## src/design/zx_pkg.sv

```systemverilog
// Spectrum paging core shared definitions
// Machine model codes, address types and the bus and register state structs
package zx_pkg;

	// ==================================================
	// Machine models
	// ==================================================
	typedef logic [2:0] zx_model_t;

	localparam zx_model_t MODEL_ZX128 = 3'd0;
	localparam zx_model_t MODEL_P1024 = 3'd1;
	localparam zx_model_t MODEL_ZX48  = 3'd3;
	localparam zx_model_t MODEL_PLUS3 = 3'd4;

	// ==================================================
	// Addresses
	// ==================================================
	typedef logic [15:0] cpu_addr_t;
	typedef logic [24:0] phys_addr_t;

	// Offset width inside one 16 KB bank
	localparam int BANK_BITS = 14;

	// ==================================================
	// Bus and state structs
	// ==================================================
	// One CPU cycle as seen on the slave port
	typedef struct packed {
		logic       io;
		logic       we;
		cpu_addr_t  adr;
		logic [7:0] dat;
	} cpu_req_t;

	// Paging registers plus the latched model
	typedef struct packed {
		logic [7:0] reg_7ffd;
		logic [7:0] reg_1ffd;
		logic [7:0] reg_eff7;
		logic [2:0] bank_hi;
		zx_model_t  model;
	} page_state_t;

	typedef struct packed {
		logic [2:0] border;
		logic       ear;
		logic       mic;
		logic       screen_page;
	} ula_state_t;

endpackage

```

## src/design/zx_io_ports.sv

```systemverilog
`timescale 1ns/10ps
// Spectrum I/O port decode
// Holds the paging registers 7FFD, 1FFD, EFF7 and the ULA port FE
module zx_io_ports (
	input  logic                clk_sys,
	input  logic                reset,
	input  zx_pkg::zx_model_t   model,
	input  logic                io_wr,
	input  zx_pkg::cpu_addr_t   adr,
	input  logic [7:0]          dat,
	output zx_pkg::page_state_t page,
	output zx_pkg::ula_state_t  ula
);
	import zx_pkg::*;

	zx_model_t  model_q;
	logic [7:0] reg_7ffd;
	logic [7:0] reg_1ffd;
	logic [7:0] reg_eff7;
	logic [2:0] bank_hi;
	logic [2:0] border;
	logic       ear;
	logic       mic;

	logic is_zx48;
	logic is_p1024;
	logic is_plus3;
	logic p1024_ext;
	logic page_disable;
	logic sel_7ffd;
	logic sel_1ffd;
	logic sel_eff7;
	logic sel_ula;

	assign is_zx48  = (model_q == MODEL_ZX48);
	assign is_p1024 = (model_q == MODEL_P1024);
	assign is_plus3 = (model_q == MODEL_PLUS3);

	// Pentagon 1024 extended banking, off once EFF7 bit 2 is set
	assign p1024_ext = is_p1024 & ~reg_eff7[2];

	// 48K lock from 7FFD bit 5 does not apply in extended mode
	assign page_disable = is_zx48 | (reg_7ffd[5] & ~p1024_ext);

	// ==================================================
	// Port decode
	// ==================================================
	assign sel_1ffd = is_plus3 & adr[12] & ~adr[15] & ~adr[14] & ~adr[13] & ~adr[1];
	assign sel_7ffd = ~adr[15] & ~adr[1] & (adr[14] | is_plus3) & ~sel_1ffd;
	assign sel_eff7 = is_p1024 & (&adr[15:13]) & ~adr[12] & ~adr[3];
	assign sel_ula  = ~adr[0];

	always_ff @(posedge clk_sys) begin
		if (reset) begin
			reg_7ffd <= '0;
			reg_1ffd <= '0;
			reg_eff7 <= '0;
			bank_hi  <= '0;
			border   <= '0;
			ear      <= 1'b0;
			mic      <= 1'b0;
			// Unknown codes fall back to 128
			case (model)
				MODEL_P1024, MODEL_ZX48, MODEL_PLUS3: begin
					model_q <= model;
				end
				default: begin
					model_q <= MODEL_ZX128;
				end
			endcase
		end else if (io_wr) begin
			if (sel_1ffd && !page_disable) begin
				reg_1ffd <= dat;
			end else if (sel_7ffd && !page_disable) begin
				reg_7ffd <= dat;
				// Extra bank bits come from D5, D7, D6
				if (p1024_ext) begin
					bank_hi <= {dat[5], dat[7], dat[6]};
				end
			end
			if (sel_eff7) begin
				reg_eff7 <= dat;
			end
			if (sel_ula) begin
				border <= dat[2:0];
				mic    <= dat[3];
				ear    <= dat[4];
			end
		end
	end

	assign page = '{reg_7ffd: reg_7ffd, reg_1ffd: reg_1ffd, reg_eff7: reg_eff7,
			bank_hi: bank_hi, model: model_q};

	assign ula = '{border: border, ear: ear, mic: mic, screen_page: reg_7ffd[3]};

	// Strobe from the bridge must be clean once out of reset
	a_io_wr_known: assert property (@(posedge clk_sys) disable iff (reset)
			!$isunknown(io_wr))
		else $error("io_wr is unknown");

endmodule

```

## src/design/zx_mem_map.sv

```systemverilog
`timescale 1ns/10ps
// Spectrum memory map
// Turns a CPU address into a physical ROM or RAM address and flags writable areas
module zx_mem_map #(
	parameter zx_pkg::phys_addr_t ROM_BASE = 25'h140000,
	parameter zx_pkg::phys_addr_t RAM_BASE = 25'h0
) (
	input  zx_pkg::page_state_t page,
	input  zx_pkg::cpu_addr_t   adr,
	output zx_pkg::phys_addr_t  phys_adr,
	output logic                wr_allowed
);
	import zx_pkg::*;

	logic       special;
	logic [1:0] special_mode;
	logic [1:0] quarter;
	logic [1:0] rom_page;
	logic [5:0] bank;
	logic       is_rom;
	phys_addr_t rom_off;
	phys_addr_t ram_off;

	// +3 all-RAM modes
	assign special      = page.reg_1ffd[0];
	assign special_mode = page.reg_1ffd[2:1];
	assign quarter      = adr[15:14];

	always_comb begin
		if (page.model == MODEL_PLUS3) begin
			rom_page = {page.reg_1ffd[2], page.reg_7ffd[4]};
		end else if (page.model == MODEL_ZX48) begin
			rom_page = 2'd3;
		end else begin
			rom_page = {1'b0, page.reg_7ffd[4]};
		end
	end

	always_comb begin
		is_rom = 1'b0;
		bank   = 6'd0;
		if (special) begin
			// Quarter banks 0123, 4567, 4563, 4763
			case (quarter)
				2'd0: bank = (special_mode == 2'd0) ? 6'd0 : 6'd4;
				2'd1: bank = (special_mode == 2'd0) ? 6'd1 :
						(special_mode == 2'd3) ? 6'd7 : 6'd5;
				2'd2: bank = (special_mode == 2'd0) ? 6'd2 : 6'd6;
				default: bank = (special_mode == 2'd1) ? 6'd7 : 6'd3;
			endcase
		end else begin
			case (quarter)
				2'd0: is_rom = 1'b1;
				2'd1: bank = 6'd5;
				2'd2: bank = 6'd2;
				default: bank = {page.bank_hi, page.reg_7ffd[2:0]};
			endcase
		end
	end

	assign rom_off = phys_addr_t'({rom_page, adr[BANK_BITS-1:0]});
	assign ram_off = phys_addr_t'({bank, adr[BANK_BITS-1:0]});

	assign phys_adr   = is_rom ? (ROM_BASE + rom_off) : (RAM_BASE + ram_off);
	assign wr_allowed = special | (quarter != 2'd0);

endmodule

```

## src/design/zx_bus_bridge.sv

```systemverilog
`timescale 1ns/10ps
// CPU bus bridge
// Answers Wishbone slave cycles directly or through a Wishbone master memory cycle
module zx_bus_bridge (
	input  logic               clk_sys,
	input  logic               reset,
	input  logic               cpu_cyc,
	input  logic               cpu_stb,
	input  zx_pkg::cpu_req_t   cpu_req,
	input  zx_pkg::phys_addr_t phys_adr,
	input  logic               wr_allowed,
	input  logic [7:0]         mem_rdat,
	input  logic               mem_ack,
	output logic               cpu_ack,
	output logic [7:0]         cpu_rdat,
	output logic               mem_cyc,
	output logic               mem_stb,
	output logic               mem_we,
	output zx_pkg::phys_addr_t mem_adr,
	output logic [7:0]         mem_wdat,
	output logic               io_wr
);
	typedef enum logic [1:0] {
		ST_IDLE,
		ST_MEM_WAIT,
		ST_ACK
	} state_t;

	state_t state;
	logic   start;
	logic   drop_wr;

	// New CPU cycle seen while idle
	assign start   = (state == ST_IDLE) && cpu_cyc && cpu_stb;
	assign io_wr   = start && cpu_req.io && cpu_req.we;
	assign drop_wr = !cpu_req.io && cpu_req.we && !wr_allowed;

	// ==================================================
	// Sequencer
	// ==================================================
	always_ff @(posedge clk_sys) begin
		if (reset) begin
			state   <= ST_IDLE;
			cpu_ack <= 1'b0;
			mem_cyc <= 1'b0;
			mem_stb <= 1'b0;
		end else begin
			cpu_ack <= 1'b0;
			case (state)
				ST_IDLE: begin
					if (start) begin
						if (cpu_req.io || drop_wr) begin
							cpu_ack <= 1'b1;
							state   <= ST_ACK;
						end else begin
							mem_cyc <= 1'b1;
							mem_stb <= 1'b1;
							state   <= ST_MEM_WAIT;
						end
					end
				end
				ST_MEM_WAIT: begin
					// Wait states end with mem_ack
					if (mem_ack) begin
						mem_cyc <= 1'b0;
						mem_stb <= 1'b0;
						cpu_ack <= 1'b1;
						state   <= ST_ACK;
					end
				end
				ST_ACK: state <= ST_IDLE;
				default: state <= ST_IDLE;
			endcase
		end
	end

	// Master address and data, read data back to the CPU
	always_ff @(posedge clk_sys) begin
		if (start) begin
			mem_adr  <= phys_adr;
			mem_we   <= cpu_req.we;
			mem_wdat <= cpu_req.dat;
			cpu_rdat <= 8'hFF;
		end
		if (state == ST_MEM_WAIT && mem_ack) begin
			cpu_rdat <= mem_rdat;
		end
	end

	a_stb_in_cyc: assert property (@(posedge clk_sys) disable iff (reset)
			mem_stb |-> mem_cyc)
		else $error("mem_stb high outside mem_cyc");

	a_ack_pulse: assert property (@(posedge clk_sys) disable iff (reset)
			cpu_ack |=> !cpu_ack)
		else $error("cpu_ack held for two cycles");

endmodule

```

## src/design/zx_mapper_top.sv

```systemverilog
`timescale 1ns/10ps
// Spectrum memory paging and ULA port core
// Connects port registers, memory map and the Wishbone bridge
module zx_mapper_top #(
	parameter zx_pkg::phys_addr_t ROM_BASE = 25'h140000,
	parameter zx_pkg::phys_addr_t RAM_BASE = 25'h0
) (
	input  logic               clk_sys,
	input  logic               reset,
	input  zx_pkg::zx_model_t  model,
	input  logic               cpu_cyc,
	input  logic               cpu_stb,
	input  zx_pkg::cpu_req_t   cpu_req,
	output logic               cpu_ack,
	output logic [7:0]         cpu_rdat,
	output logic               mem_cyc,
	output logic               mem_stb,
	output logic               mem_we,
	output zx_pkg::phys_addr_t mem_adr,
	output logic [7:0]         mem_wdat,
	input  logic [7:0]         mem_rdat,
	input  logic               mem_ack,
	output zx_pkg::ula_state_t ula
);
	import zx_pkg::*;

	logic        io_wr;
	logic        wr_allowed;
	page_state_t page;
	phys_addr_t  phys_adr;

	zx_io_ports u_io_ports (
		.clk_sys (clk_sys),
		.reset   (reset),
		.model   (model),
		.io_wr   (io_wr),
		.adr     (cpu_req.adr),
		.dat     (cpu_req.dat),
		.page    (page),
		.ula     (ula)
	);

	zx_mem_map #(
		.ROM_BASE (ROM_BASE),
		.RAM_BASE (RAM_BASE)
	) u_mem_map (
		.page       (page),
		.adr        (cpu_req.adr),
		.phys_adr   (phys_adr),
		.wr_allowed (wr_allowed)
	);

	zx_bus_bridge u_bridge (
		.clk_sys    (clk_sys),
		.reset      (reset),
		.cpu_cyc    (cpu_cyc),
		.cpu_stb    (cpu_stb),
		.cpu_req    (cpu_req),
		.phys_adr   (phys_adr),
		.wr_allowed (wr_allowed),
		.mem_rdat   (mem_rdat),
		.mem_ack    (mem_ack),
		.cpu_ack    (cpu_ack),
		.cpu_rdat   (cpu_rdat),
		.mem_cyc    (mem_cyc),
		.mem_stb    (mem_stb),
		.mem_we     (mem_we),
		.mem_adr    (mem_adr),
		.mem_wdat   (mem_wdat),
		.io_wr      (io_wr)
	);

endmodule

```

## config.mk

```make
export PLATFORM = sky130hd
export DESIGN_NAME = zx_mapper_top
export DESIGN_NICKNAME = d
export VERILOG_FILES = /design/src/design/zx_pkg.sv /design/src/design/zx_io_ports.sv /design/src/design/zx_mem_map.sv /design/src/design/zx_bus_bridge.sv /design/src/design/zx_mapper_top.sv
export SDC_FILE = /design/constraint.sdc
export NUM_CORES = 1
export LEC_CHECK = 0
export BUFFER_PORTS_ARGS = -buffer_cell sky130_fd_sc_hd__buf_2
export CORE_MARGIN = 2
export CORE_UTILIZATION = 30
export CTS_CLUSTER_SIZE = 10
export DETAILED_ROUTE_END_ITERATION = 6
export PLACE_DENSITY_LB_ADDON = 0.3
export SLEW_MARGIN = 5
export SYNTH_ARGS = -nofsm -noshare
export SYNTH_HDL_FRONTEND = slang
export SYNTH_SLANG_ARGS = --single-unit
```

## constraint.sdc

```tcl
create_clock -name clk_sys -period 2.9 [get_ports clk_sys]
set_clock_uncertainty 0.15 [all_clocks]
set_input_delay 0.58 -clock clk_sys [delete_from_list [all_inputs] [get_ports clk_sys]]
set_output_delay 0.58 -clock clk_sys [all_outputs]
set_load 0.02 [all_outputs]
```

==> impl_metrics.toml <==
[sta]
fin_crit_ps = 1900
maxSlewHeadroom = 0.476
setup_ws_ps = 999
worstMarginPinSlew_ps = 786
fmax_ghz = 0.526
slew_violations = 0
rsz0062_at_grt = "no"
fin_crit_sh = 0.655
setup-violations-final = 0
setup_tns_ps = 0
hold_viol = 0

[worst_setup_path]
cp_max_fo = 4
criticalPathCategory = "reg2reg"
worstSetupEndpointType = "flip-flop"
critPathRequiredTime_ps = 2960
cp-start-kind = "flip-flop"
worstPathArrival_ps = 1960

[power_and_ir_drop]
power_frac_clock = 0.357
ir_drop_mv = 0.179
power_switching_mw = 0.436
p_seq_frac = 0.553
leakagePower_nw = 1.30
pwr-share-comb = 0.089
p_per_area_mw_per_mm2 = 562
p_int_mw = 1.37
swShare = 0.241

[synthesis]
synth.avg_cell_area_sq_um = 13.0
yosysUniqueCellTypes = 39
ys_ff_latch = 63
synth_area_sq_mm = 0.00258
synth_edf_count = 41
synthFlopType = "edfxtp_1"
yosysSeqAreaShare = 0.649
async_flop_share = 0
yosysWarnings = 0
synthCells = 199

[flow_run]
cap_violations = 0

[drt]
routed_via_density = 4.37
drcViolationCount = 0
detail_route.iter0.violations = 69
drt-total-wl_mm = 5.22
ant_nets = 0
vias = 1727
first_pass_iters = 4
routedWlPerCell_um = 13.2

[floorplanning]
die_w_um = 96.7
initial_core_util = 0.312
fp-row-count = 33
coreArea_sq_mm = 0.00826
ioPinCount = 93
die_h_um = 96.7
die_area_sq_mm = 0.00935

[clock_tree]
numClockSinks = 63
clock_path_buffers = 2
cts-root-buf = "clkbuf_8"
path_clk_slew_ps = 70
cts_max_level = 3
cts_tree = "done"
insertion_delay_ps = 330
cts_buffers = 9
cts_resized = 0
ctsHoldBuffers = 0
postCtsSetupBuffers = 0

[hold_path]
hold_path_class = "in2reg"

[placed_design]
dp_cells = 379
place_ws_ps = 824
dpl.hpwl_mm = 3.76
globalplace.congestion = 0.837
io_buffers = 88

[global_routing]
globalRouteOverflowTotal = 0
antenna_found_initial = 0
grt_pass1_wl_mm = 8.32
grt_max_degree = 34
track_usage = 0.114
grt_pass1_vias = 1690

[finish]
final_core_util = 0.390
layout-drive-gt1-share = 0.372
antenna_cells = 0
fill_cells = 843
syn_to_final_growth_pct = 24.9
fin_cells = 395
fin_nets = 327

[outcome]
outcome = "finished clean"
layout by cell type, fill, tap and decap left out, drive strengths merged, types with 2 or more instances in the layout:
cell     netlist  routed
or2b           6       6
conb           1       4
nor3b          6       6
a211oi         3       3
nand2         10      10
nor2          10      10
inv            3       3
nor3           4       4
nand3          4       4
nand4          2       2
nand2b        17      17
clkinv         0       4
o21ai          6       6
or3            8       8
a21o           2       2
buf           11      89
nor2b          2       2
nand4bb        2       2
nand3b         2       2
mux2i         17      17
clkbuf         5      11
a21oi          6       6
edfxtp        41      41
dfxtp         22      22
cells by family after synthesis:
family,count (synthesis),share of synthesized area
flip-flops,63,0.649
other,1,0.00145
AND/OR/NAND/NOR,77,0.183
AO/OA/AOI/OAI,21,0.0524
buffers and inverters,20,0.0490
multiplexers,17,0.0660
worst paths after layout:
| check | from | to | slack (ps) | cells past startpoint |
|---|---|---|---|---|
| setup reg to reg | u_io_ports.model_q[2] | u_io_ports.reg_1ffd[0] | 1000 | 4 |
| setup / recovery | u_io_ports.model_q[2] | u_io_ports.reg_1ffd[0] | 1000 | 4 |
| hold reg to reg | u_io_ports.bank_hi[2] | u_io_ports.bank_hi[2] | 320 | 2 |
| hold / removal | cpu_req[17] | u_bridge.mem_adr[9] | 270 | 1 |
synth_stat cells (all sizes together) (4+ instances only):
cell / instances / area (sq um)
nor3b: 6 / 45.0
nand2b: 17 / 106
a21oi: 6 / 30.0
clkbuf: 5 / 18.8
o21ai: 6 / 30.0
buf: 11 / 87.6
nor2: 10 / 37.5
nand3: 4 / 25.0
nand2: 10 / 37.5
or3: 8 / 50.1
dfxtp: 22 / 440
nor3: 4 / 25.0
edfxtp: 41 / 1230
mux2i: 17 / 170
or2b: 6 / 46.3
per-stage QoR:
stage	instance area (sq um)	hold slack [ps]	total power [mW]
floorplan	2590	294	1.12
global placement	3050	306	1.18
detailed placement	3050	313	1.19
CTS	3220	252	1.84
global route	3220	243	1.90
finish	3220	267	1.81
power by group through the flow:
stage               registers, mW  clock network [mW]  logic (mW)
global route                 1.00               0.716       0.178
CTS                          1.00               0.675       0.165
finish                       1.00               0.647       0.162
global placement             1.02                   0       0.164
detailed placement           1.02                   0       0.165
floorplan                    1.05                   0      0.0694
metal layers:
layer | vias to the layer above | wire length [um] | share of wire | track usage
li1 | 873 | - | - | -
met1 | 784 | 2370 | 0.45 | 0.146
met2 | 66 | 2390 | 0.46 | 0.169
met3 | 4 | 396 | 0.076 | 0.0513
met4 | 0 | 58 | 0.011 | 0.0455
met5 | - | 0 | 0 | 0
state kept, by name (all words and copies together), names as in the netlist:
signal,cells
u_bridge.cpu_ack,1
u_io_ports.bank_hi,3
u_bridge.mem_wdat,8
u_bridge.mem_we,1
u_bridge.mem_adr,21
u_io_ports.reg_7ffd,6
u_bridge.state,2
u_io_ports.model_q,3
u_io_ports.border,3
u_io_ports.reg_eff7,1
u_io_ports.ear,1
u_bridge.cpu_rdat,8
u_bridge.mem_cyc,1
u_io_ports.mic,1
u_io_ports.reg_1ffd,3
critical path: stages (launching register included):
cell	delay, ps
edfxtp_1	420
or3b_1	400
a211oi_2	330
nand4_1	280
mux2i_1	190
area by class of cell:
type	instances	area, sq um	share of cell area
clock buffer	11	141	0.0439
clock inverter	5	25.0	0.00777
inverter	3	11.3	0.00350
multi-input combinational	119	791	0.246
sequential	63	1670	0.519
tap	105	131	0.0408
timing repair buffer	89	448	0.139
Power figures use the tool's default switching activity.
